[config.mk]
export PLATFORM = sky130hd
export DESIGN_NAME = redmule_x_buffer
export DESIGN_NICKNAME = d
export VERILOG_FILES = /design/src/logic/redmule_pkg.sv /design/src/logic/redmule_x_buffer.sv
export SDC_FILE = /design/constraint.sdc
export NUM_CORES = 1
export LEC_CHECK = 0
export BUFFER_PORTS_ARGS = -buffer_cell sky130_fd_sc_hd__buf_2
export CAP_MARGIN = 20
export CORE_ASPECT_RATIO = 0.6
export CORE_MARGIN = 5
export CORE_UTILIZATION = 57
export DETAILED_ROUTE_END_ITERATION = 8
export PLACE_DENSITY = 0.87
export SLEW_MARGIN = 20
export SYNTH_ARGS = -nofsm -noshare
export SYNTH_HDL_FRONTEND = slang
export SYNTH_SLANG_ARGS = --single-unit
[constraint.sdc]
create_clock -name clk_i -period 4 [get_ports clk_i]
set_clock_uncertainty 0.15 [all_clocks]
set_input_delay 0.8 -clock clk_i [delete_from_list [all_inputs] [get_ports clk_i]]
set_output_delay 0.8 -clock clk_i [all_outputs]
set_load 0.005 [all_outputs]
[src/logic/redmule_pkg.sv]
// Matrix multiply accelerator
// Shared sizes, types and register map
`default_nettype none

package redmule_pkg;

  // Grid size, Z is ARRAY_WIDTH x ARRAY_HEIGHT and the depth equals the height
  localparam int unsigned ARRAY_WIDTH  = 4;
  localparam int unsigned ARRAY_HEIGHT = 4;
  localparam int unsigned ELEM_W       = 16;

  typedef logic [ELEM_W-1:0]              elem_t;
  // One matrix row per memory word, element 0 in the low bits
  typedef logic [ARRAY_HEIGHT*ELEM_W-1:0] row_t;
  typedef logic [31:0]                    addr_t;
  typedef logic [2:0]                     reg_addr_t;
  typedef logic [1:0]                     step_t;

  // Peripheral register map
  localparam reg_addr_t REG_X_PTR   = 3'd0;
  localparam reg_addr_t REG_W_PTR   = 3'd1;
  localparam reg_addr_t REG_Y_PTR   = 3'd2;
  localparam reg_addr_t REG_Z_PTR   = 3'd3;
  localparam reg_addr_t REG_TRIGGER = 3'd4;
  localparam reg_addr_t REG_STATUS  = 3'd5;

  typedef enum logic [2:0] {
    IDLE,
    LOAD_X,
    LOAD_Y,
    COMPUTE,
    STORE_Z,
    DONE
  } sched_state_e;

endpackage

`default_nettype wire

[src/logic/redmule_x_buffer.sv]
// X operand buffer
`timescale 1ns/100ps
`default_nettype none

module redmule_x_buffer import redmule_pkg::*; (
  input  logic                    clk_i,
  input  logic                    arst_n_i,
  input  logic                    load_i,
  input  step_t                   row_i,
  input  step_t                   col_i,
  input  row_t                    row_data_i,
  output elem_t [ARRAY_WIDTH-1:0] x_col_o
);

  row_t [ARRAY_WIDTH-1:0] rows_q;

  always_ff @(posedge clk_i or negedge arst_n_i) begin
    if (!arst_n_i) begin
      rows_q <= '0;
    end else if (load_i) begin
      rows_q[row_i] <= row_data_i;
    end
  end

  // Column k of X feeds step k, one element per engine row
  always_comb begin
    for (int r = 0; r < ARRAY_WIDTH; r++) begin
      x_col_o[r] = rows_q[r][col_i*ELEM_W +: ELEM_W];
    end
  end

endmodule

`default_nettype wire

**Word-level counts from Yosys, hierarchy flattened**

Index checks and enable logic that the tools add are counted.

- Shift operators: 4
- $lt $le $gt $ge: 2
- Mux-type cells: 3
- Reduce and logical (&&, ||, !) cells: 1

Operators with widths:

| cell | count |
|---|---|
| 256-bit bitwise mux | 1 |
| 64-bit by 7-bit indexed part select with 16-bit output | 4 |
| 64-bit demux with 2-bit select | 1 |
| 64-bit 2-to-1 mux | 1 |
| 2-bit by 3-bit < comparator with 1-bit output, second input constant | 1 |
| 2-bit by 1-bit >= comparator with 1-bit output, second input constant | 1 |
| 1-bit logical AND | 1 |

- Input port bits: 71
- Output and inout bits: 64
- Word-level logic and storage cells: 14
- Bits in registers: 256

**Depth between registers and ports, before layout**

- Depth after elaboration: 5
- Mapped depth: 4
- Mapped depth without buffers: 2

**Least setup slack after synthesis**

No wires, ideal clock.

- Path type: input port to output port
- Start point: input col_i[0]
- End point: output x_col_o[0] (netlist name)
- Buffers on the path: 2
- Setup slack: 1.350 ns
- Stages: 3
- Arrival time: 1.700 ns
- Data required time: 3.050 ns
- Cells stage by stage: buf_4 -> buf_4 -> mux4_2

RTL lines:

| what | RTL line | text |
|---|---|---|
| start, declared | redmule_x_buffer.sv:10 | `input step_t col_i,` |
| end, declared | redmule_x_buffer.sv:12 | `output elem_t [ARRAY_WIDTH-1:0] x_col_o` |

==> run metrics <==
Yosys reg bits=roughly 260; most numerous cell in the Yosys netlist=dfrtp_1; fmax=~330 MHz; setup TNS=0 ps; Area after DPL=roughly 0.012 mm²; Synth Area in XOR/XNOR=0%; Worst Path Arrival=~2100 ps; pin count of the biggest net entering global routing=110; WP data required=3050 ps; Worst-path clk slew=about 70 ps; crit path capture type=output pin; CTS Sinks=approximately 260; final hold vios=0; critical path startpoint category=input port; count of cells resized by post-cts repair=0; Final nets=roughly 820; asr flop ratio synth=100%; layout cells sized above 1=a little under three fifths; Least-Margin Pin Slew=approximately 1100 ps; PD cells=~530 mW/mm²; clk buf depth=3; Tmin final=between 3000 and 4000 ps; design area=about 0.013 mm²; r2r worst-path depth=1; die area=about 0.023 mm²; final std cells w/o fill=approximately 1000; DP HPWL=between 15000 and 20000 µm; Hold Crit Class=in -> async; kind of critical path=in -> out; largest registers=rows_q x256; Adder-Cell Fraction of Synth Area=0%; Initial Utilization=about three fifths; area grow syn2layout=13.8%; Max Slew Vio Count=0; Seq/Total Area, Yosys=56.5%; initial antenna violation count=1; Avg Inst Size Synth=about 18 µm²; Synth area leader=dfrtp_1; post-synth top area share=between 50% and 60%; Initial DRC Count=between 300 and 400; CTS tree=built; I/O pin cnt=~140; max FFs per register=~260; final wirelength=between 20000 and 25000 µm; TritonRoute pass-1 iters=4; Hold Buf Count CTS=0; Mapped Nets=around 700; dpl cells=between 900 and 1000; crit share post-route=between 70% and 80%; reg2reg start=rows_q[11]; number of setup buffers added after CTS=0; number of enable flip-flop cells after synthesis=0; Rows=39; root buf cell=clkbuf_16; ANT cells=0; simple-gate share of the synthesized area=less than 1%; mux share of post-synthesis cell area=40.1%; Reg with most FFs=rows_q; synth warn=0; Post-synth top cells=256 x dfrtp_1, 131 x mux2_2, 65 x mux2_1; Static Leak=5.82 nW; count of cell types in the netlist=12; vias in the first global route=around 6800; Max IR drop VDD=~0.33 mV; FF-to-FF setup slack=about 3000 ps; Syn Inst Count=~620; drt wl/cell=approximately 23 µm; status=completed; Port Buf Inserts=roughly 130; Cell Area, Synth=~0.011 mm²; Tot GR Track Use=21.2%; Synth Flop Type=dfrtp_1; Final ANT Viol Nets=0; RSZ-0062 raised after global routing=no; Max Cap Viol=0; Setup-failing EPs final=0; Die Width=around 190 µm; height of the die=between 100 and 150 µm; vias per cell=5.87; drt drc=0; cts bufs inserted=24; first-pass GRT wire length=between 30000 and 40000 µm; Slew headroom=a little under 30%; Compound-Gate Fraction of Synth Area=0%; clock latency on the worst-skew pair=510 ps; vias=6054; RR Endpoint=rows_q[11]; ranking of synthesized cells by area=dfrtp_1 57%, mux2_2 13%, mux4_2 13%, mux2_4 7.9%, mux2_1 6.5%; main combinational cell family by area after synthesis=multiplexers; routability cong.=around 0.83; CP Max Fanout=64; Core Region=0.0193 mm²; H-tree levels=1; GRT overflow=0
[where the power goes]
part	leakage, nW	internal [mW]	switching (mW)
clock network	0.378	1.24	0.937
registers	3.03	3.08	0.276
logic	2.41	0.783	0.458
total	5.82	5.10	1.67
[worst max-delay path, stage by stage]
cell	delay [ps]
buf_4	100
buf_12	430
mux4_2	610
buf_2	150
[placed cells by master (no fill, tap or decap), drive strengths merged]
cell	count
dfrtp	256
mux2	256
buf	142
mux4	64
clkbuf	36
clkinv	7
nand3b	2
nor3b	1
nand3	1
[final cells by class]
cell class | count | area [µm²]
Timing Repair Buffer | 142 | 806
Sequential cell | 256 | 6410
Clock buffer | 36 | 717
Clock inverter | 7 | 35.0
Fill cell | 1267 | 6380
Tap cell | 266 | 333
Multi-Input combinational cell | 324 | 4600
[per-layer routing]
layer / vias to the layer above / global-route usage [%] / share of wire, %
met4: 2 / 3.56 / 1.6
met3: 37 / 3.83 / 6.0
li1: 2583 / - / -
met5: - / 0 / 0.030
met2: 191 / 32.6 / 46
met1: 3241 / 32.7 / 46
[metrics by stage]
stage	hold WS (ps)	setup slack (ps)	utilization (%)	power (mW)
finish	192	924	66.9	6.77
global route	266	831	66.9	7.10
CTS	231	897	66.9	6.84
detailed placement	322	907	63.0	4.65
global placement	312	923	63.0	4.53
floorplan	302	1350	-	4.13
[cells by family (layout without fill, tap and decap cells)]
| family | count (synthesis) | count (layout) |
|---|---|---|
| buffers and inverters | 41 | 185 |
| muxes | 320 | 320 |
| and+or+nand+nor | 4 | 4 |
| DFF | 256 | 256 |
[how the worst max path moves through the flow]
stage / start / end / slack (ps)
after global placement: col_i[0] / x_col_o[52] / 920
after floorplan: col_i[0] / x_col_o[0] / 1350
final: col_i[0] / x_col_o[29] / 920
after global routing: col_i[0] / x_col_o[13] / 830
after detailed placement: col_i[0] / x_col_o[14] / 910
after CTS: col_i[0] / x_col_o[29] / 900
No activity file was read; power rests on OpenSTA's default activity.
