==> src/logic/redmule_pkg.sv <==
// Matrix multiply accelerator
// Shared sizes, types and register map
`default_nettype none

package redmule_pkg;

  // Grid size, Z is ARRAY_WIDTH x ARRAY_HEIGHT and the depth equals the height
  localparam int unsigned ARRAY_WIDTH  = 4;
  localparam int unsigned ARRAY_HEIGHT = 4;
  localparam int unsigned ELEM_W       = 16;

  typedef logic [ELEM_W-1:0]              elem_t;
  // One matrix row per memory word, element 0 in the low bits
  typedef logic [ARRAY_HEIGHT*ELEM_W-1:0] row_t;
  typedef logic [31:0]                    addr_t;
  typedef logic [2:0]                     reg_addr_t;
  typedef logic [1:0]                     step_t;

  // Peripheral register map
  localparam reg_addr_t REG_X_PTR   = 3'd0;
  localparam reg_addr_t REG_W_PTR   = 3'd1;
  localparam reg_addr_t REG_Y_PTR   = 3'd2;
  localparam reg_addr_t REG_Z_PTR   = 3'd3;
  localparam reg_addr_t REG_TRIGGER = 3'd4;
  localparam reg_addr_t REG_STATUS  = 3'd5;

  typedef enum logic [2:0] {
    IDLE,
    LOAD_X,
    LOAD_Y,
    COMPUTE,
    STORE_Z,
    DONE
  } sched_state_e;

endpackage

`default_nettype wire

==> src/logic/redmule_ctrl.sv <==
// Register file and job control
`timescale 1ns/100ps
`default_nettype none

module redmule_ctrl import redmule_pkg::*; (
  input  logic        clk_i,
  input  logic        arst_n_i,
  input  logic        periph_req_i,
  input  reg_addr_t   periph_add_i,
  input  logic        periph_we_i,
  input  logic [31:0] periph_data_i,
  output logic        periph_gnt_o,
  output logic [31:0] periph_r_data_o,
  output logic        periph_r_valid_o,
  input  logic        done_i,
  output logic        start_o,
  output logic        accumulate_o,
  output addr_t       x_ptr_o,
  output addr_t       w_ptr_o,
  output addr_t       y_ptr_o,
  output addr_t       z_ptr_o,
  output logic        busy_o,
  output logic        evt_o
);

  logic        wr_en, rd_en, trigger;
  logic        busy_q, start_q, evt_q, acc_q, r_valid_q;
  addr_t       x_ptr_q, w_ptr_q, y_ptr_q, z_ptr_q;
  logic [31:0] rd_data, r_data_q;

  // Always ready for the host
  assign periph_gnt_o = periph_req_i;

  assign wr_en   = periph_req_i & periph_we_i;
  assign rd_en   = periph_req_i & ~periph_we_i;
  // Triggers while a job runs are dropped
  assign trigger = wr_en && (periph_add_i == REG_TRIGGER) && !busy_q;

  always_comb begin
    case (periph_add_i)
      REG_X_PTR:   rd_data = x_ptr_q;
      REG_W_PTR:   rd_data = w_ptr_q;
      REG_Y_PTR:   rd_data = y_ptr_q;
      REG_Z_PTR:   rd_data = z_ptr_q;
      REG_TRIGGER: rd_data = {31'b0, acc_q};
      REG_STATUS:  rd_data = {31'b0, busy_q};
      default:     rd_data = '0;
    endcase
  end

  always_ff @(posedge clk_i or negedge arst_n_i) begin
    if (!arst_n_i) begin
      x_ptr_q   <= '0;
      w_ptr_q   <= '0;
      y_ptr_q   <= '0;
      z_ptr_q   <= '0;
      acc_q     <= 1'b0;
      busy_q    <= 1'b0;
      start_q   <= 1'b0;
      evt_q     <= 1'b0;
      r_valid_q <= 1'b0;
    end else begin
      start_q   <= trigger;
      evt_q     <= done_i;
      r_valid_q <= rd_en;
      // Busy stays up through the event cycle
      if (evt_q) begin
        busy_q <= 1'b0;
      end
      if (trigger) begin
        busy_q <= 1'b1;
        acc_q  <= periph_data_i[0];
      end
      if (wr_en) begin
        case (periph_add_i)
          REG_X_PTR: x_ptr_q <= periph_data_i;
          REG_W_PTR: w_ptr_q <= periph_data_i;
          REG_Y_PTR: y_ptr_q <= periph_data_i;
          REG_Z_PTR: z_ptr_q <= periph_data_i;
          default: ;
        endcase
      end
    end
  end

  always_ff @(posedge clk_i) begin
    if (rd_en) begin
      r_data_q <= rd_data;
    end
  end

  assign periph_r_data_o  = r_data_q;
  assign periph_r_valid_o = r_valid_q;
  assign start_o          = start_q;
  assign accumulate_o     = acc_q;
  assign x_ptr_o          = x_ptr_q;
  assign w_ptr_o          = w_ptr_q;
  assign y_ptr_o          = y_ptr_q;
  assign z_ptr_o          = z_ptr_q;
  assign busy_o           = busy_q;
  assign evt_o            = evt_q;

endmodule

`default_nettype wire

==> config.mk <==
export PLATFORM = sky130hd
export DESIGN_NAME = redmule_ctrl
export DESIGN_NICKNAME = d
export VERILOG_FILES = /design/src/logic/redmule_pkg.sv /design/src/logic/redmule_ctrl.sv
export SDC_FILE = /design/constraint.sdc
export NUM_CORES = 1
export LEC_CHECK = 0
export BUFFER_PORTS_ARGS = -buffer_cell sky130_fd_sc_hd__buf_4
export CORE_UTILIZATION = 52
export CTS_CLUSTER_SIZE = 10
export DETAILED_ROUTE_END_ITERATION = 7
export GPL_TIMING_DRIVEN = 0
export PLACE_DENSITY = 0.81
export SKIP_CTS_REPAIR_TIMING = 1
export SLEW_MARGIN = 20
export SYNTH_ARGS = -nofsm -noshare
export SYNTH_HDL_FRONTEND = slang
export SYNTH_SLANG_ARGS = --single-unit
==> constraint.sdc <==
create_clock -name clk_i -period 1.8 [get_ports clk_i]
set_input_delay 0.36 -clock clk_i [delete_from_list [all_inputs] [get_ports clk_i]]
set_output_delay 0.36 -clock clk_i [all_outputs]
set_load 0.005 [all_outputs]
# Yosys cells after proc, flatten, opt, wreduce, memory -nomap -nowiden
# Cells that the tools add are included.
dict set report totals {
  regBits 165
  inputBits 40
  out_inout_bits 166
  wordCells 30
}
dict set report classes {
  eq_ne 5
  mux 3
  n_bitwise 3
  n_reduce_logical 9
}
# cell n
set ops {}
lappend ops {{$pmux W32 S6} 1}
lappend ops {{$reduce_and A2 Y1} 4}
lappend ops {{$eq A3 B2 Y1 const B} 2}
lappend ops {{$eq A3 B3 Y1 const B} 2}
lappend ops {{$eq A3 B1 Y1 const B} 1}
lappend ops {{$logic_not A3 Y1} 1}
lappend ops {{$and A1 B1 Y1} 2}
lappend ops {{$logic_and A1 B1 Y1} 2}
lappend ops {{$mux W1} 2}
lappend ops {{$reduce_bool A2 Y1} 1}
lappend ops {{$logic_not A1 Y1} 1}
lappend ops {{$not A1 Y1} 1}

# Longest topological paths before layout
# Gate-level depths: netlist of run 1.
dict set report depth {
  ltp_word 4
  mapped_depth 5
  depth_no_buf 3
}

# Worst setup path before layout of run 1
# No wires, ideal clock.
dict set report synth_path {
  path_kind {input to register}
  startpoint {input periph_we_i}
  endpoint {register r_data_q[0] (netlist: periph_r_data_o[0]) (enable)}
  setup_time_ns 0.427
  arrival_time_ns 1.838
  required_time_ns 1.373
  slack_ns -0.465
  path_stages 1
  n_path_buf 0
  path_cell_list {nor2b_1}
}
dict set report synth_between {
  elab_chain_len 2
}
# element line_no
set synth_lines {}
lappend synth_lines {{from (decl)} redmule_ctrl.sv:10} ;# input logic periph_we_i,
lappend synth_lines {{$not A1 Y1} redmule_ctrl.sv:35} ;# assign rd_en = periph_req_i & ~periph_we_i;
lappend synth_lines {{$and A1 B1 Y1} redmule_ctrl.sv:35}
lappend synth_lines {{to (signal assigned)} redmule_ctrl.sv:88} ;# r_data_q <= rd_data;
lappend synth_lines {{to (decl)} redmule_ctrl.sv:29} ;# logic [31:0] rd_data, r_data_q;
# Every way passes these cells.
# A chain may end at the register's enable or synchronous reset.

# Worst setup path in the final report of run 1
dict set report layout_path {
  startpoint {input periph_add_i[1]}
  endpoint {register r_data_q[18] (netlist: periph_r_data_o[18]) (data pin)}
}
dict set report layout_between {
  elab_chain_len 2
  elab_cells_between_ends 7
}
# element line_no
set layout_lines {}
lappend layout_lines {{from (decl)} redmule_ctrl.sv:9} ;# input reg_addr_t periph_add_i,
lappend layout_lines {{$eq A3 B3 Y1 (tied with other cells)} redmule_ctrl.sv:40} ;# case (periph_add_i)
lappend layout_lines {{$pmux W32 S6 (*)} redmule_ctrl.sv:40}
lappend layout_lines {{named net rd_data[18]} redmule_ctrl.sv:29}
# Mark *: on every way through the listed nets, which the timed path passes. The rest lies on a longest branch.

==> results by group, run 1 <==
Status
  • Outcome: finished clean

Floorplan
  • Die outline height: 118.6 µm
  • Core Box Area: 13,240 µm²
  • # IOs: 206
  • # rows: 42
  • DIE AREA: 14,060 µm²
  • Initial cell density of the core: 0.5334
  • Die width: 118.6 µm

Timing
  • Period minus WS final: 1.716 ns
  • RSZ-0062 raised after global routing: false
  • Slew headroom: 0.4689
  • Slew @ Worst Pin: 0.7967 ns
  • Peak Freq: 582.6 MHz
  • Clock skew: 0.005046 ns
  • TNS Setup: 0 ns
  • Final period util: 0.9536
  • Fin. Hold Viols: 0
  • Fin Hold WS: 0.04542 ns
  • Endpoints failing setup: 0
  • Max-slew violation count: 0

Clock tree
  • Bufs on Longest Clock Path: 2
  • Number of clock sinks: 165
  • CTS H-tree lvls: 4
  • Clock insertion delay at the later pin of the skew report: 0.42 ns
  • Root Driver: clkbuf_16
  • Clk slew on worst S/H paths: 0.06 ns
  • Cts bufs inserted: 17
  • TritonCTS clock tree: done

Synth
  • Syn Area/Cell: 17.53 µm²
  • Post-synth top cells: dfrtp_1, mux2_2, edfxtp_1, nor2b_1, mux4_2
  • Cell variety after synth: 27
  • Post-synth top area share: 0.4711
  • Synth warn: 0
  • Post-synth ARST share: 0.8061
  • Primary FF master, synth: dfrtp_1
  • EDFF count, synth: 32
  • Top cells by area, synth: dfrtp_1, mux2_2, edfxtp_1
  • Syn Inst Count: 403
  • Seq cells post-synth: 165
  • Most frequent cell after synthesis: dfrtp_1
  • Post-synth top area cell: dfrtp_1
  • Post-Syn Area: 7064 µm²
  • Syn Nets: 443
  • Sequential fraction of the synthesis area: 0.6072

Global route
  • First-pass GRT wire length: 27,900 µm
  • Grt total ovfl: 0
  • Met3 Usage GRT: 0.08784
  • Largest net degree at the start of global routing: 74
  • Gr busiest metal: met2
  • Overall Global Routing Usage: 0.2690
  • Initial antenna violation count: 0
  • Met2 Track Usage GR: 0.4364
  • Vias in the first global route: 4,845
  • Met1 usage: 0.3321

Critical path
  • CP Capture Type: flip-flop
  • Crit path launch: periph_add_i[1]
  • CP Data Required Time: 1.95 ns
  • Startpoint types: primary input
  • WS Path Type: in -> reg
  • Crit path DAT: 1.87 ns
  • CP max FO: 10
  • Reg-to-Reg Start: busy_o$_DFFE_PN0P_

Layout
  • FILL cells: 924
  • Final instance area: 9483 µm²
  • Area delta synth->final: 34.24%
  • Final Net Count: 670
  • N_diodes: 0
  • Ratio of cells with drive above 1 in the final layout: 0.6407

Flow run
  • Max-cap viol count: 0

Place
  • Post-DP Area: 8894 µm²
  • GP Congestion: 0.7457
  • Post-DP HPWL: 12,210 µm
  • Port Buffers: 205

Power and ir drop
  • PwrDens: 1210 nW/µm²
  • Cell leakage power: 4.400 nW
  • Pint: 8.635 mW
  • Combinational cell fraction of total power: 0.240
  • Switching share of power: 0.2477
  • Sequential Power Share: 0.451
  • Clk pwr share: 0.309
  • Worst IR Drop VDD: 0.6648 mV
  • NetSw: 2.843 mW

Detailed routing
  • Vias post-DR: 4,553
  • Residual DRC: 0
  • Post-DR vias/cell: 5.559
  • Pre-Repair DR Iteration Count: 4
  • Post-route ant nets: 0
  • Drt wl/cell: 21.70 µm
  • DR iter-0 viols: 264
  • Drt total wl: 17,780 µm

Worst hold path
  • Min-delay src: done_i
  • Hold Crit Class: in -> reg
==> critical path: stages <==
cell     delay [ns]
buf_4          0.09
buf_2          0.25
buf_1          0.61
mux4_2         0.41
nor2b_1        0.14
==> sequential cells by signal, summed over array words and instances, names as in the netlist <==
signal,count
accumulate_o,1
z_ptr_o,32
busy_o,1
periph_r_data_o,32
periph_r_valid_o,1
w_ptr_o,32
evt_o,1
x_ptr_o,32
start_o,1
y_ptr_o,32
==> path summary, 6_finish.rpt <==
path / to / slack, ns / depth (start not counted)
max reg2reg: accumulate_o$_DFFE_PN0P_ / 0.35 / 3
max in group asynchronous: y_ptr_o[27]$_DFFE_PN0P_ / 0.58 / 3
min reg2reg: busy_o$_DFFE_PN0P_ / 0.51 / 1
max: periph_r_data_o[18]$_DFFE_PP_ / 0.08 / 5
min in group asynchronous: periph_r_valid_o$_DFF_PN0_ / 0.51 / 2
min: evt_o$_DFF_PN0_ / 0.05 / 1
==> routing by layer <==
| metal | part of all wire | vias to the layer above | wire, µm |
|---|---|---|---|
| li1 | - | 1949 | - |
| met1 | 0.39 | 2368 | 6993 |
| met2 | 0.49 | 201 | 8735 |
| met3 | 0.083 | 35 | 1467 |
| met4 | 0.033 | 0 | 578 |
| met5 | 0 | - | 0 |
==> kinds of logic (layout without fill, tap and decap cells) <==
group,Yosys count,count (layout),share of synthesized area
DFF,165,165,0.6072
and+or+nand+nor,46,46,0.04357
AOI/OAI and AO/OA,3,3,0.002834
buffers and inverters,27,267,0.02320
muxes,162,162,0.3232
==> layout by cell type (no fill, tap or decap), drive strengths merged, types with 2 or more instances in the layout <==
cell    netlist  layout
buf          22     229
bufinv        0       2
clkbuf        4      31
clkinv        0       3
dfrtp       133     133
edfxtp       32      32
mux2        129     129
mux2i         2       2
mux4         31      31
nand2         3       3
nand2b        2       2
nor2b        32      32
nor3          3       3
or4           2       2
==> per-stage QoR <==
step / std cells / total power, mW / worst slack (ns) / util
2_1_floorplan: 403 / 6.324 / 0.1075 / -
3_5_place_dp: 786 / 7.991 / -0.4814 / 0.6716
5_1_grt: 819 / 11.97 / 0.04195 / 0.7161
6_report: 819 / 11.48 / 0.08355 / 0.7161
3_3_place_gp: 784 / 7.813 / -0.6233 / 0.6665
4_1_cts: 818 / 11.56 / -0.03907 / 0.7152
==> cell type report <==
type                       count  area, µm²  share of cell area
multi-input combinational    211       2619              0.2762
clock inverter                 5      75.07            0.007917
buffer                        26      161.4             0.01702
timing repair buffer         208       1612              0.1699
tap                          176      220.2             0.02322
sequential                   165       4289              0.4523
clock buffer                  27      503.0             0.05304
inverter                       1      3.754           0.0003958
==> power groups by stage <==
stage	registers [mW]	logic, mW	clock network, mW
after floorplan	5.15	1.17	0
after global placement	5.15	2.66	0
after detailed placement	5.23	2.76	0
after CTS	5.17	2.78	3.61
after global routing	5.27	2.94	3.77
final	5.18	2.75	3.55
(Power assumes the default switching activity.)
==> run 2, diff against run 1 <==
- CELL_PAD_IN_SITES_DETAIL_PLACEMENT: not set -> 0
- CELL_PAD_IN_SITES_GLOBAL_PLACEMENT: not set -> 1
- CORE_UTILIZATION: 52 -> 43
==> run 2 against run 1 <==
  * Global-route usage down 4.3 points
  * Largest power group unchanged
  * Flip-flop and latch count did not move
  * Count of clock-buffer cells in the layout down 7
==> results by group, run 2 (synthesis results as in run 1) <==
Layout
  • Most frequent cells in the layout: buf_4, dfrtp_1, mux2_2, edfxtp_1
  • Area delta synth->final: 34.20%
  • N_diodes: 0
  • Final Net Count: 670
  • Commonest non-fill, non-tap cell in the layout: buf_4
  • Layout Cells excl Fill: 859
  • Ratio of cells with drive above 1 in the final layout: 0.6392

Critical path
  • CP Data Required Time: 1.94 ns
  • CP Capture Type: flip-flop
  • Delay-heaviest family, CP: buffers and inverters
  • WS Path Type: in -> reg
  • CP Buf/Inv Count: 3
  • Slowest library cell on the worst path: mux4_2
  • Crit path DAT: 1.75 ns
  • Crit-path max cell delay: 0.55 ns
  • CP max FO: 10
  • Startpoint types: primary input
  • Crit path top cell by count: buf_4
  • Cells along the critical path: buf_4 > buf_4 > buf_2 > mux4_2 > nor2b_1

Power and ir drop
  • Sequential Power Share: 0.460
  • Combinational cell fraction of total power: 0.246
  • Switching share of power: 0.2586
  • Clk pwr share: 0.295
  • NetSw: 2.904 mW
  • Cell leakage power: 4.369 nW
  • PwrDens: 1184 nW/µm²
  • Worst IR Drop VDD: 0.6936 mV
  • Pint: 8.323 mW

Clock tree
  • Root Driver: clkbuf_16
  • Number of clock sinks: 165
  • Bufs on Longest Clock Path: 2
  • TritonCTS clock tree: done
  • Clock insertion delay at the later pin of the skew report: 0.42 ns
  • Clk slew on worst S/H paths: 0.06 ns
  • Cts bufs inserted: 17
  • CTS H-tree lvls: 4

Floorplan
  • # IOs: 206
  • # rows: 46
  • Die width: 130.2 µm
  • Initial cell density of the core: 0.4431
  • Core Box Area: 15,940 µm²
  • Die outline height: 130.2 µm
  • DIE AREA: 16,950 µm²

Place
  • GP Congestion: 0.7332
  • Post-DP HPWL: 12,790 µm
  • Port Buffers: 205
  • Placed Cells: 826

Timing
  • Peak Freq: 619.9 MHz
  • Slew @ Worst Pin: 0.7777 ns
  • TNS Setup: 0 ns
  • Endpoints failing setup: 0
  • Clock skew: 0.006196 ns
  • RSZ-0062 raised after global routing: false
  • Fin. Hold Viols: 0
  • Final period util: 0.8962
  • Period minus WS final: 1.613 ns
  • Slew headroom: 0.4815
  • Max-slew violation count: 0

Global route
  • Largest net degree at the start of global routing: 73
  • Grt total ovfl: 0
  • First-pass GRT wire length: 27,590 µm
  • Overall Global Routing Usage: 0.2263
  • Initial antenna violation count: 0
  • Vias in the first global route: 4,717

Flow run
  • Max-cap viol count: 0

Detailed routing
  • Drt total wl: 18,220 µm
  • Post-DR vias/cell: 5.149
  • Drt wl/cell: 21.21 µm
  • Residual DRC: 0
  • DR iter-0 viols: 166
  • Pre-Repair DR Iteration Count: 4
  • Vias post-DR: 4,423
  • Post-route ant nets: 0

Status
  • Outcome: finished clean

Worst hold path
  • Hold Crit Class: in -> reg
[run 2: cell count changes in the layout (fill, tap and decap cells not counted), sizes merged]
cell,previous run,this run
clkinvlp,0,2
inv,1,2
buf,229,228
bufinv,2,1
clkinv,3,8
clkbuf,31,25
[run 2: area by class of cell]
class	instances	area [µm²]
flip-flops and latches	165	4289
clock inverters	12	87.58
inverters	1	3.754
plain buffers	26	162.7
clock buffers	20	436.7
well taps	216	270.3
repair buffers	208	1612
fillers	1282	6462
multi-input cells	211	2619
[run 2: worst paths after layout]
check | depth (start not counted) | start | slack [ns] | end
max | 5 | periph_add_i[0] | 0.19 | periph_r_data_o[13]$_DFFE_PP_
min | 1 | done_i | 0.04 | evt_o$_DFF_PN0_
max reg2reg | 3 | busy_o$_DFFE_PN0P_ | 0.36 | accumulate_o$_DFFE_PN0P_
min reg2reg | 1 | evt_o$_DFF_PN0_ | 0.46 | busy_o$_DFFE_PN0P_
max in group asynchronous | 3 | arst_n_i | 0.59 | x_ptr_o[25]$_DFFE_PN0P_
min in group asynchronous | 2 | arst_n_i | 0.47 | x_ptr_o[12]$_DFFE_PN0P_
[run 2: stage by stage]
stage / power (mW) / util / cell area, µm² / setup WS [ns] / hold WS, ns
6_report: 11.23 / 0.5946 / 9480 / 0.1868 / 0.04270
4_1_cts: 11.33 / 0.5939 / 9468 / -0.06705 / -0.1177
2_1_floorplan: 6.324 / - / 7067 / 0.1075 / 0.06441
3_5_place_dp: 8.011 / 0.5610 / 8944 / -0.5168 / 0.3398
5_1_grt: 11.76 / 0.5946 / 9480 / 0.1072 / 0.01907
3_3_place_gp: 7.873 / 0.5567 / 8876 / -0.6635 / 0.4371
[run 2: power by group through the flow]
stage / clock [mW] / sequential, mW / combinational, mW
final: 3.31 / 5.16 / 2.76
after global routing: 3.52 / 5.26 / 2.98
after CTS: 3.37 / 5.16 / 2.80
after detailed placement: 0 / 5.22 / 2.79
after global placement: 0 / 5.16 / 2.71
after floorplan: 0 / 5.15 / 1.17
[run 2: routing by layer]
layer	share of wire	track usage
met4	0.0079	0.05882
met1	0.41	0.2857
met3	0.085	0.07913
met2	0.49	0.3717
met5	0	0
[run 2: worst reg2reg max path, delay by kind of cell (launching register included)]
kind | cells | cell delay [ns]
flops | 1 | 0.40
simple gates | 2 | 0.60
mux | 1 | 0.33
