==> config.mk <==
export PLATFORM = sky130hd
export DESIGN_NAME = redmule_scheduler
export DESIGN_NICKNAME = d
export VERILOG_FILES = /design/src/logic/redmule_pkg.sv /design/src/logic/redmule_scheduler.sv
export SDC_FILE = /design/constraint.sdc
export NUM_CORES = 1
export LEC_CHECK = 0
export ABC_AREA = 1
export BUFFER_PORTS_ARGS = -buffer_cell sky130_fd_sc_hd__buf_4
export CAP_MARGIN = 15
export CORE_AREA = 2 2 120 122
export CTS_BUF_LIST = sky130_fd_sc_hd__clkbuf_16
export CTS_CLUSTER_DIAMETER = 150
export CTS_CLUSTER_SIZE = 10
export DETAILED_ROUTE_END_ITERATION = 16
export DIE_AREA = 0 0 122 124
export PLACE_DENSITY = 0.61
export SETUP_SLACK_MARGIN = 0.1
export SLEW_MARGIN = 10
export SYNTH_ARGS = -nofsm -noshare
export SYNTH_HDL_FRONTEND = slang
export SYNTH_SLANG_ARGS = --single-unit
==> constraint.sdc <==
create_clock -name clk_i -period 4.9 [get_ports clk_i]
set_input_delay 0.735 -clock clk_i [delete_from_list [all_inputs] [get_ports clk_i]]
set_output_delay 0.735 -clock clk_i [all_outputs]
set_load 0.02 [all_outputs]
==> src/logic/redmule_pkg.sv <==
// Matrix multiply accelerator
// Shared sizes, types and register map
`default_nettype none

package redmule_pkg;

  // Grid size, Z is ARRAY_WIDTH x ARRAY_HEIGHT and the depth equals the height
  localparam int unsigned ARRAY_WIDTH  = 4;
  localparam int unsigned ARRAY_HEIGHT = 4;
  localparam int unsigned ELEM_W       = 16;

  typedef logic [ELEM_W-1:0]              elem_t;
  // One matrix row per memory word, element 0 in the low bits
  typedef logic [ARRAY_HEIGHT*ELEM_W-1:0] row_t;
  typedef logic [31:0]                    addr_t;
  typedef logic [2:0]                     reg_addr_t;
  typedef logic [1:0]                     step_t;

  // Peripheral register map
  localparam reg_addr_t REG_X_PTR   = 3'd0;
  localparam reg_addr_t REG_W_PTR   = 3'd1;
  localparam reg_addr_t REG_Y_PTR   = 3'd2;
  localparam reg_addr_t REG_Z_PTR   = 3'd3;
  localparam reg_addr_t REG_TRIGGER = 3'd4;
  localparam reg_addr_t REG_STATUS  = 3'd5;

  typedef enum logic [2:0] {
    IDLE,
    LOAD_X,
    LOAD_Y,
    COMPUTE,
    STORE_Z,
    DONE
  } sched_state_e;

endpackage

`default_nettype wire

==> src/logic/redmule_scheduler.sv <==
// Job sequencer for loads, compute and stores
`timescale 1ns/100ps
`default_nettype none

module redmule_scheduler import redmule_pkg::*; (
  input  logic  clk_i,
  input  logic  arst_n_i,
  input  logic  start_i,
  input  logic  accumulate_i,
  input  addr_t x_ptr_i,
  input  addr_t w_ptr_i,
  input  addr_t y_ptr_i,
  input  addr_t z_ptr_i,
  output logic  tcdm_req_o,
  output addr_t tcdm_add_o,
  output logic  tcdm_wen_o,
  output row_t  tcdm_data_o,
  input  logic  tcdm_gnt_i,
  input  logic  tcdm_r_valid_i,
  input  row_t  z_data_i,
  output logic  x_load_o,
  output step_t x_row_o,
  output step_t x_col_o,
  output logic  bias_load_o,
  output logic  acc_clear_o,
  output logic  mac_step_o,
  output step_t z_row_o,
  output logic  done_o
);

  sched_state_e state_q, state_d;
  step_t        cnt_q, cnt_d;
  logic         pending_q, pending_d;
  logic         last, rd_done, is_load;
  addr_t        base;

  // Depth of the compute phase is the W row count
  assign last    = (state_q == COMPUTE) ? (cnt_q == step_t'(ARRAY_HEIGHT - 1))
                                        : (cnt_q == step_t'(ARRAY_WIDTH - 1));
  assign rd_done = pending_q & tcdm_r_valid_i;
  assign is_load = (state_q == LOAD_X) || (state_q == LOAD_Y) || (state_q == COMPUTE);

  always_comb begin
    case (state_q)
      LOAD_X:  base = x_ptr_i;
      LOAD_Y:  base = y_ptr_i;
      COMPUTE: base = w_ptr_i;
      default: base = z_ptr_i;
    endcase
  end

  // One request at a time, held until grant
  assign tcdm_req_o  = (is_load && !pending_q) || (state_q == STORE_Z);
  assign tcdm_wen_o  = (state_q == STORE_Z);
  assign tcdm_add_o  = base + addr_t'(cnt_q);
  assign tcdm_data_o = z_data_i;

  always_comb begin
    state_d   = state_q;
    cnt_d     = cnt_q;
    pending_d = pending_q;
    case (state_q)
      IDLE: begin
        if (start_i) begin
          state_d   = LOAD_X;
          cnt_d     = '0;
          pending_d = 1'b0;
        end
      end
      LOAD_X, LOAD_Y, COMPUTE: begin
        if (tcdm_req_o && tcdm_gnt_i) begin
          pending_d = 1'b1;
        end
        if (rd_done) begin
          pending_d = 1'b0;
          cnt_d     = cnt_q + step_t'(1);
          if (last) begin
            case (state_q)
              LOAD_X:  state_d = accumulate_i ? LOAD_Y : COMPUTE;
              LOAD_Y:  state_d = COMPUTE;
              default: state_d = STORE_Z;
            endcase
          end
        end
      end
      STORE_Z: begin
        if (tcdm_gnt_i) begin
          cnt_d = cnt_q + step_t'(1);
          if (last) begin
            state_d = DONE;
          end
        end
      end
      default: state_d = IDLE;
    endcase
  end

  always_ff @(posedge clk_i or negedge arst_n_i) begin
    if (!arst_n_i) begin
      state_q   <= IDLE;
      cnt_q     <= '0;
      pending_q <= 1'b0;
    end else begin
      state_q   <= state_d;
      cnt_q     <= cnt_d;
      pending_q <= pending_d;
    end
  end

  // Buffer and engine strobes fire with the returning read data
  assign x_load_o    = (state_q == LOAD_X) && rd_done;
  assign bias_load_o = (state_q == LOAD_Y) && rd_done;
  assign mac_step_o  = (state_q == COMPUTE) && rd_done;
  // Without accumulate the grid starts from zero
  assign acc_clear_o = (state_q == LOAD_X) && rd_done && last && !accumulate_i;

  assign x_row_o = cnt_q;
  assign x_col_o = cnt_q;
  assign z_row_o = cnt_q;
  assign done_o  = (state_q == DONE);

endmodule

`default_nettype wire

======== After elaboration in Yosys (flattened, before gate mapping) ========
Index checks and enable logic that the tools add are counted.
cells by class
  multiplexer cells ....................... 17
  reduce and logical (&&, ||, !) cells .... 19
  $add $sub $neg .......................... 2
  bitwise operators ....................... 1
  equal/unequal tests ..................... 12
operator list
  kind                                           number
  one-hot mux 32 bit (3 select lines)            1
  adder 32 x 2 -> 32 bit                         1
  two-way mux 3 bit                              5
  one-hot mux 3 bit (3 select lines)             1
  logical AND 1 bit                              7
  == test 3 x 2 -> 1 bit, second input constant  2
  == test 3 bit, second input constant           2
  two-way mux 2 bit                              3
  != test 2 bit, second input constant           3
  one-hot mux 2 bit (3 select lines)             1
  one-hot mux 3 bit (2 select lines)             1
  AND reduction 5 bit                            1
  two-way mux 1 bit                              4
  != test 2 x 1 -> 1 bit, second input constant  2
  AND reduction 4 bit                            1
  == test 3 x 1 -> 1 bit, second input constant  1
  zero test 3 bit                                1
  logical OR 1 bit                               3
  != test 3 bit, second input constant           1
  AND reduction 3 bit                            1
  nonzero test 3 bit                             1
  OR reduction 3 bit                             1
  adder 2 x 1 -> 2 bit, second input constant    1
  == test 2 bit, second input constant           1
  other kinds (4)                                5
storage, ports and cells
  output and inout bits ................... 109
  bits of input ports ..................... 198
  flip-flop bits (word level) ............. 6
  logic and storage cells ................. 54

======== Logic depth before layout (Yosys ltp) ========
Gate-level depths: netlist of run 1.
  depth after elaboration ................. 9
  mapped depth ............................ 18
  gate-level depth less buffers ........... 17

======== Worst setup path after synthesis of run 1 ========
No wires, ideal clock.
  kind .................................... register to output
  from .................................... register state_q[0]
  to ...................................... output tcdm_add_o[17]
  stages on the path, launching flop included .. 16
  arrival ................................. 2.459 ns
  buffers on the path ..................... 3
  required time ........................... 4.165 ns
  setup slack ............................. 1.706 ns
  cell sequence ........................... dfrtp_1 > buf_4 > nor2_2 > nor2_4 > buf_4 > buf_4 > o21ai_0 > inv_1 > ha_1 > a21oi_1 > inv_1 > nand2_2 > nor2_2 > nand2_1 > nor2_2 > xor2_1
between the ends
  word-level cells in the longest chain between the ends .. 3
  elaborated cells between the ends (all ways) .. 5
  classes of those cells .................. add/sub: 1; eq/ne: 3; mux: 1
RTL lines
  element                                                           RTL line                  source
  from (decl)                                                       redmule_scheduler.sv:31   sched_state_e state_q, state_d;
  from (signal assigned)                                            redmule_scheduler.sv:104  state_q <= state_d;
  == test 3 x 2 -> 1 bit or == test 3 x 1 -> 1 bit (tied branches)  redmule_scheduler.sv:44   case (state_q)
  one-hot mux 32 bit (3 select lines) *                             redmule_scheduler.sv:44
  adder 32 x 2 -> 32 bit *                                          redmule_scheduler.sv:55   assign tcdm_add_o = base + addr_t'(cnt_q);
  to (decl)                                                         redmule_scheduler.sv:15   output addr_t tcdm_add_o,
Mark *: on every way between the ends. The rest lies on a longest branch, timed or not.

======== Worst setup path after layout of run 1 ========
  from .................................... register state_q[1]
  to ...................................... output tcdm_add_o[30]
Same word-level chain as after synthesis.

==> results of run 1 <==
worst max-delay path, stage by stage, from the launching register on:
cell	delay [ns]
sky130_fd_sc_hd__dfrtp_1	0.69
sky130_fd_sc_hd__nand3_1	0.31
sky130_fd_sc_hd__inv_1	0.29
sky130_fd_sc_hd__nand2_1	0.08
sky130_fd_sc_hd__a31oi_1	0.18
sky130_fd_sc_hd__ha_1	0.26
sky130_fd_sc_hd__fa_1	0.28
sky130_fd_sc_hd__nand2_1	0.08
sky130_fd_sc_hd__nor2_2	0.19
sky130_fd_sc_hd__nand2_1	0.16
sky130_fd_sc_hd__nor2_4	0.23
sky130_fd_sc_hd__nand2_1	0.08
sky130_fd_sc_hd__nand2_1	0.05
sky130_fd_sc_hd__nand2_1	0.05
sky130_fd_sc_hd__buf_4	0.15
metal layers:
metal	up-vias	part of all wire [%]
li1	2138	-
met1	1858	41
met2	193	46
met3	55	8.8
met4	0	4.1
met5	-	0
stage by stage:
step           instances  hold WS [ns]  util [%]
3_5_place_dp         901         0.529      31.1
2_1_floorplan        628         0.439         -
5_1_grt              904         0.303      31.7
3_3_place_gp         901         0.522      31.1
4_1_cts              904         0.302      31.7
6_report             904         0.301      31.7
final timing paths:
check                                      end       start
worst max-delay path            tcdm_add_o[30]  state_q[1]
worst min-delay path                state_q[1]    arst_n_i
worst max register to register      state_q[2]  state_q[1]
worst min register to register       pending_q   pending_q
max in group asynchronous            pending_q    arst_n_i
min in group clk_i                   pending_q   pending_q
power by group through the flow:
stage	Sequential, mW	Combinational, mW	Clock, mW
after floorplan	0.101	1.93	0
after global placement	0.118	2.84	0
after detailed placement	0.118	2.83	0
after CTS	0.117	2.84	0.136
after global routing	0.121	3.10	0.140
final	0.118	2.80	0.136
layout by cell type (no fill, tap or decap), drive strengths merged:
cell type / n
ha: 3
a21oi: 3
nand4: 47
a22oi: 1
a31oi: 1
nand2: 188
o21ai: 16
xnor2: 2
clkbuf: 3
nor2: 151
o22ai: 3
nand3b: 8
nand3: 39
nor4: 1
buf: 187
fa: 1
o21bai: 5
xor2: 13
or2: 2
inv: 44
dfrtp: 6
cell type report:
cell class	count	area (um2)
tap	180	225
multi-input combinational	484	2310
clock buffer	3	75.1
inverter	44	165
fill	1660	9380
sequential	6	150
timing repair buffer	187	1420
kinds of logic after synthesis:
group,synth area share [%]
AOI/OAI and AO/OA,4.97
and+or+nand+nor,58.9
buffers and inverters,25.9
xor gates and xnor gates,3.95
DFF,4.52
adders and majority gates,1.73
sequential cells by signal (all words and copies together) (netlist names):
register   cells
state_q        3
x_col_o        2
pending_q      1
==> qor.log, run 1 <==
[floorplanning] floorplan die area 15,100 um2
[cells_and_area] antenna diode count 0
[clocking] Max Root-Sink Buffers 2
[worst_setup_path] Worst Reg2Reg Path Length in Cells 10
[global_route] initial antenna violation count 0
[floorplanning] die height 124 um
[synth] ys async rst share 100%
[clocking] clock tree from TritonCTS yes
[placement] Setup WS pre-CTS 1.09 ns
[routing] antenna-violating nets left 0
[pwr] clock network fraction of total power 4.4%
[clocking] Root Driver sky130_fd_sc_hd__clkbuf_16
[pwr] Flop pwr share 3.9%
[synth] Synth Cell Area 3320 um2
[timing] sum of negative setup slack 0 ns
[synth] total of warnings raised by yosys 0
[pwr] Cell Int Power 1.13 mW
[synth] proportion of synthesized chip area in sequential cells 4.52%
[clocking] Gates resized, CTS repair 0
[clocking] total clock buffers created by CTS 3
[worst_setup_path] critical path data required time 4.16 ns
[run] max cap viols 0
[timing] number of pins with negative max-slew slack in the final report 0
[clocking] Worst-Skew Late Latency 0.23 ns
[synth] cell accounting for the most synthesized area sky130_fd_sc_hd__nand2_1
[worst_setup_path] Max FO, Critical Path 16
[routing] average routed wire per standard cell 17.0 um
[routing] via density per instance 4.69
[synth] number of nets in the synthesized netlist 830
[routing] routed vias 4,244
[clocking] number of buffers inserted by post-CTS setup repair 0
[timing] Relative slew margins 62.0%
[worst_setup_path] type of element launching the critical path flip-flop
[global_route] fraction of met2 tracks used by global routing 34.4%
[routing] initial DRC count 193
[timing] setup slack after layout 0.830 ns
[global_route] wire length of the first global-routing pass 22,200 um
[synth] prevailing post-synth register cell sky130_fd_sc_hd__dfrtp_1
[clocking] number of levels in the clock H-tree 1
[pwr] Leak Pwr 2.26 nW
[global_route] vias in the first global route 4,025
[worst_setup_path] Register-to-Register Setup Slack 2.82 ns
[timing] count of endpoints failing hold in the final timing report 0
[floorplanning] initial core utilization 24.2%
[synth] register bit total from synthesis 6
[timing] Slew @ Worst Pin 0.570 ns
[placement] placed standard-cell area 4270 um2
[timing] setup skew after layout 0.00248 ns
[placement] Buffers on Ports 178
[outcome] result of the run finished, final reports clean
[clocking] number of hold-repair buffers added at the cts stage 0
[synth] count of flip-flops with a built-in enable after synthesis 0
[pwr] net switching fraction of the power 63.2%
[placement] DPL Wire Length 13,000 um
[pwr] peak supply drop 0.259 mV
[cells_and_area] share of final-layout standard cells stronger than drive strength 1 31.5%
[cells_and_area] layout net count 928
[placement] routability congestion estimate from global placement 0.902
[pwr] Power per Cell Area 703 nW/um2
[global_route] total global routing overflow 0
[synth] fraction of post-synthesis cell area in the top cell type by area 20.8%
[pwr] Design Power 3.06 mW
[synth] mean area per synthesized cell 5.29 um2
[timing] final worst path period need 4.07 ns
[pwr] Switching Power 1.93 mW
[cells_and_area] final standard cell area without fillers 4340 um2
[routing] number of remaining DRC errors 0
[clocking] Num Clock Sinks 6
[floorplanning] floorplan core area 13,700 um2
[global_route] pin count of the biggest net entering global routing 36
[worst_setup_path] critical path arrival 3.33 ns
[floorplanning] top-level I/O count 307
[timing] period utilization 83.1%
[global_route] Tot GR Track Use 19.6%
[pwr] logic gate share of total power 91.7%
[worst_setup_path] endpoint class of the critical path output port
[floorplanning] number of rows in the core area 43
[synth] Synth area leaders sky130_fd_sc_hd__nand2_1 (21%), sky130_fd_sc_hd__buf_4 (18%), sky130_fd_sc_hd__nor2_1 (14%)
[synth] top cells by instance count after synthesis sky130_fd_sc_hd__nand2_1 (184), sky130_fd_sc_hd__nor2_1 (124), sky130_fd_sc_hd__buf_4 (78)
[clocking] post-CTS clock slew at the launch and capture registers of the worst setup and hold paths 0.03 ns
[synth] number of instances in the synthesized netlist 628
[global_route] busiest metal layer after global routing met2
[global_route] fraction of met1 tracks used by global routing 23.4%
[cells_and_area] signed area change from the synthesized netlist to the final layout 30.7%
[min_path] path category of the worst min-delay check in -> async
[floorplanning] DIE WIDTH 122 um
[global_route] routing usage on met3 3.48%
[timing] fmax 0.246 GHz
[routing] number of detailed-route iterations in the first pass 4
[timing] endpoints failing setup 0
[synth] distinct cell type count after synthesis 30
[synth] cell with the most instances after synthesis sky130_fd_sc_hd__nand2_1
[worst_setup_path] path type of the worst setup path reg -> out
[routing] wire length reported by the detailed router 15,300 um
[timing] RSZ-0062 raised after global routing false
Note: power is estimated with default switching activity, not from simulation.
==> run 2: changes to the inputs <==
--- a/config.mk
+++ b/config.mk
@@ -14,7 +14,7 @@
 export CTS_CLUSTER_SIZE = 10
 export DETAILED_ROUTE_END_ITERATION = 16
 export DIE_AREA = 0 0 122 124
-export PLACE_DENSITY = 0.61
+export PLACE_DENSITY = 0.63
 export SETUP_SLACK_MARGIN = 0.1
 export SLEW_MARGIN = 10
 export SYNTH_ARGS = -nofsm -noshare
==> constraint.sdc (replaced) <==
create_clock -name clk_i -period 3.35 [get_ports clk_i]
set_input_delay 0.5025 -clock clk_i [delete_from_list [all_inputs] [get_ports clk_i]]
set_output_delay 0.5025 -clock clk_i [all_outputs]
set_load 0.02 [all_outputs]
==> run 2 against run 1 <==
Against the previous run: global-route usage down 0.44 points; combinational power up 64%; routed wire length up 2.7%; register-to-register slack worse by 1.3 ns; clock power up 41%; utilization up 3.1 points; count of clock-buffer cells in the layout unchanged; cell count up 3.3%; clock skew down 0.0021 ns; critical path type unchanged.
==> qor.log, run 2 (synthesis gave the netlist of run 1 again) <==
[timing] fmax 0.318 GHz
[routing] initial DRC count 211
[floorplanning] initial core utilization 24.2%
[pwr] Cell Int Power 1.99 mW
[worst_setup_path] type of element launching the critical path flip-flop
[timing] number of pins with negative max-slew slack in the final report 0
[routing] routed vias 4,387
[clocking] number of hold-repair buffers added at the cts stage 0
[timing] setup skew after layout 0.000363 ns
[timing] sum of negative setup slack 0 ns
[timing] endpoints failing setup 0
[pwr] peak supply drop 0.531 mV
[routing] wire length reported by the detailed router 15,800 um
[placement] DPL Wire Length 12,900 um
[cells_and_area] register name with the most flops state_q
[run] max cap viols 0
[floorplanning] number of rows in the core area 43
[cells_and_area] layout net count 958
[global_route] initial antenna violation count 0
[cells_and_area] share of final-layout standard cells stronger than drive strength 1 37.8%
[cells_and_area] multi-input logic area 2440 um2
[routing] average routed wire per standard cell 16.9 um
[global_route] total global routing overflow 0
[cells_and_area] commonest non-fill, non-tap cells in the layout sky130_fd_sc_hd__buf_4 (208), sky130_fd_sc_hd__nand2_1 (176), sky130_fd_sc_hd__nor2_1 (116)
[pwr] net switching fraction of the power 59.9%
[routing] number of remaining DRC errors 0
[timing] Slew @ Worst Pin 0.496 ns
[clocking] post-CTS clock slew at the launch and capture registers of the worst setup and hold paths 0.03 ns
[pwr] Switching Power 2.96 mW
[routing] antenna-violating nets left 0
[routing] via density per instance 4.70
[clocking] clock tree from TritonCTS yes
[floorplanning] top-level I/O count 307
[routing] number of detailed-route iterations in the first pass 4
[timing] period utilization 94.0%
[cells_and_area] filler cell count in the final layout 1,594
[pwr] Leak Pwr 2.45 nW
[global_route] pin count of the biggest net entering global routing 49
[timing] minimum hold slack 0.0793 ns
[cells_and_area] area taken by flip-flops and latches 153 um2
[cells_and_area] antenna diode count 0
[clocking] number of levels in the clock H-tree 1
[worst_setup_path] Max FO, Critical Path 6
[clocking] Worst-Skew Late Latency 0.23 ns
[min_path] path category of the worst min-delay check in -> async
[timing] final worst path period need 3.15 ns
[clocking] Root Driver sky130_fd_sc_hd__clkbuf_16
[cells_and_area] max FFs per register 3
[outcome] result of the run finished, final reports clean
[cells_and_area] non-filler cells, final 934
[placement] routability congestion estimate from global placement 0.889
[worst_setup_path] path type of the worst setup path reg -> out
[global_route] wire length of the first global-routing pass 21,900 um
[timing] count of endpoints failing hold in the final timing report 0
[pwr] Flop pwr share 3.5%
[clocking] total clock buffers created by CTS 3
[worst_setup_path] critical path arrival 2.65 ns
[worst_setup_path] critical path data required time 2.85 ns
[cells_and_area] leading cell type in the layout, fill and taps excluded sky130_fd_sc_hd__buf_4
[pwr] logic gate share of total power 92.6%
[cells_and_area] signed area change from the synthesized netlist to the final layout 43.6%
[global_route] Tot GR Track Use 19.1%
[floorplanning] floorplan die area 15,100 um2
[placement] Buffers on Ports 178
[cells_and_area] final standard cell utilization of the core 34.8%
[timing] Relative slew margins 66.9%
[timing] RSZ-0062 raised after global routing true
[floorplanning] die height 124 um
[worst_setup_path] Register-to-Register Setup Slack 1.53 ns
[pwr] Power per Cell Area 1040 nW/um2
[floorplanning] floorplan core area 13,700 um2
[clocking] Num Clock Sinks 6
[clocking] Max Root-Sink Buffers 2
[placement] cell count after placement 915
[pwr] clock network fraction of total power 3.9%
[global_route] vias in the first global route 4,051
[worst_setup_path] endpoint class of the critical path output port
[floorplanning] DIE WIDTH 122 um
[run 2: cell types whose count changed in the layout (fill, tap and decap cells not counted), moves of 3 or more]
| cell | previous run | this run |
|---|---|---|
| sky130_fd_sc_hd__nand2_2 | 3 | 8 |
| sky130_fd_sc_hd__inv_1 | 40 | 37 |
| sky130_fd_sc_hd__buf_6 | 0 | 4 |
| sky130_fd_sc_hd__buf_4 | 186 | 208 |
| sky130_fd_sc_hd__nand2_1 | 184 | 176 |
| sky130_fd_sc_hd__nor2_4 | 6 | 15 |
| sky130_fd_sc_hd__nand2_4 | 1 | 4 |
| sky130_fd_sc_hd__nor2_1 | 124 | 116 |
[run 2: area by class of cell]
class / instances / area share, %
Inverter: 44 / 3.57
Multi-Input combinational cell: 484 / 51.2
Timing Repair Buffer: 217 / 35.8
Clock buffer: 3 / 1.57
Tap cell: 180 / 4.72
Sequential cell: 6 / 3.20
[run 2: power groups by stage]
| stage | sequential [mW] | clock [mW] | combinational (mW) |
|---|---|---|---|
| final | 0.172 | 0.192 | 4.58 |
| after global routing | 0.174 | 0.197 | 5.06 |
| after CTS | 0.166 | 0.191 | 4.30 |
| after detailed placement | 0.160 | 0 | 4.26 |
| after global placement | 0.159 | 0 | 4.27 |
| after floorplan | 0.147 | 0 | 2.83 |
[run 2: routing by layer]
metal  track usage [%]  vias up  wire (um)  share of wire (%)
met1              23.0     1959       6450                 41
li1                  -     2194          -                  -
met3              2.56       57       1180                7.5
met2              34.6      177       7560                 48
met4              7.11        0        565                3.6
met5                 0        -          0                  0
[run 2: worst paths after layout]
check | start | cells after the start | to
setup / recovery | state_q[0] | 15 | tcdm_add_o[30]
hold / removal | arst_n_i | 1 | state_q[2]
setup reg to reg | state_q[0] | 10 | state_q[2]
hold reg to reg | pending_q | 2 | pending_q
max in group asynchronous | arst_n_i | 1 | state_q[1]
min in group clk_i | pending_q | 2 | pending_q
[run 2: worst max-delay path, stage by stage, from the launching register on]
cell and delay (ns):
sky130_fd_sc_hd__dfrtp_2 0.44, sky130_fd_sc_hd__buf_6 0.14, sky130_fd_sc_hd__nor2_4 0.04, sky130_fd_sc_hd__nor2_4 0.19, sky130_fd_sc_hd__nor2_2 0.05, sky130_fd_sc_hd__a31oi_1 0.16, sky130_fd_sc_hd__ha_2 0.24, sky130_fd_sc_hd__fa_2 0.27
sky130_fd_sc_hd__nand2_2 0.08, sky130_fd_sc_hd__nor2_4 0.17, sky130_fd_sc_hd__nand2_2 0.10, sky130_fd_sc_hd__nor2_4 0.20, sky130_fd_sc_hd__nand2_1 0.08, sky130_fd_sc_hd__nand2_1 0.05, sky130_fd_sc_hd__nand2_1 0.05, sky130_fd_sc_hd__buf_4 0.15
[run 2: repair_timing]
action	CTS	global route
resized for setup	9	40
pin swaps	1	15
endpoints found under the setup margin	15	26
setup buffers	0	14
cloned	0	2
[run 2: stage by stage]
step	cell area (um2)	worst slack, ns	total power, mW
5_1_grt	4770	0.0530	5.43
3_5_place_dp	4400	0.215	4.42
3_3_place_gp	4400	0.244	4.43
2_1_floorplan	3320	0.388	2.98
6_report	4770	0.200	4.95
4_1_cts	4500	0.103	4.66
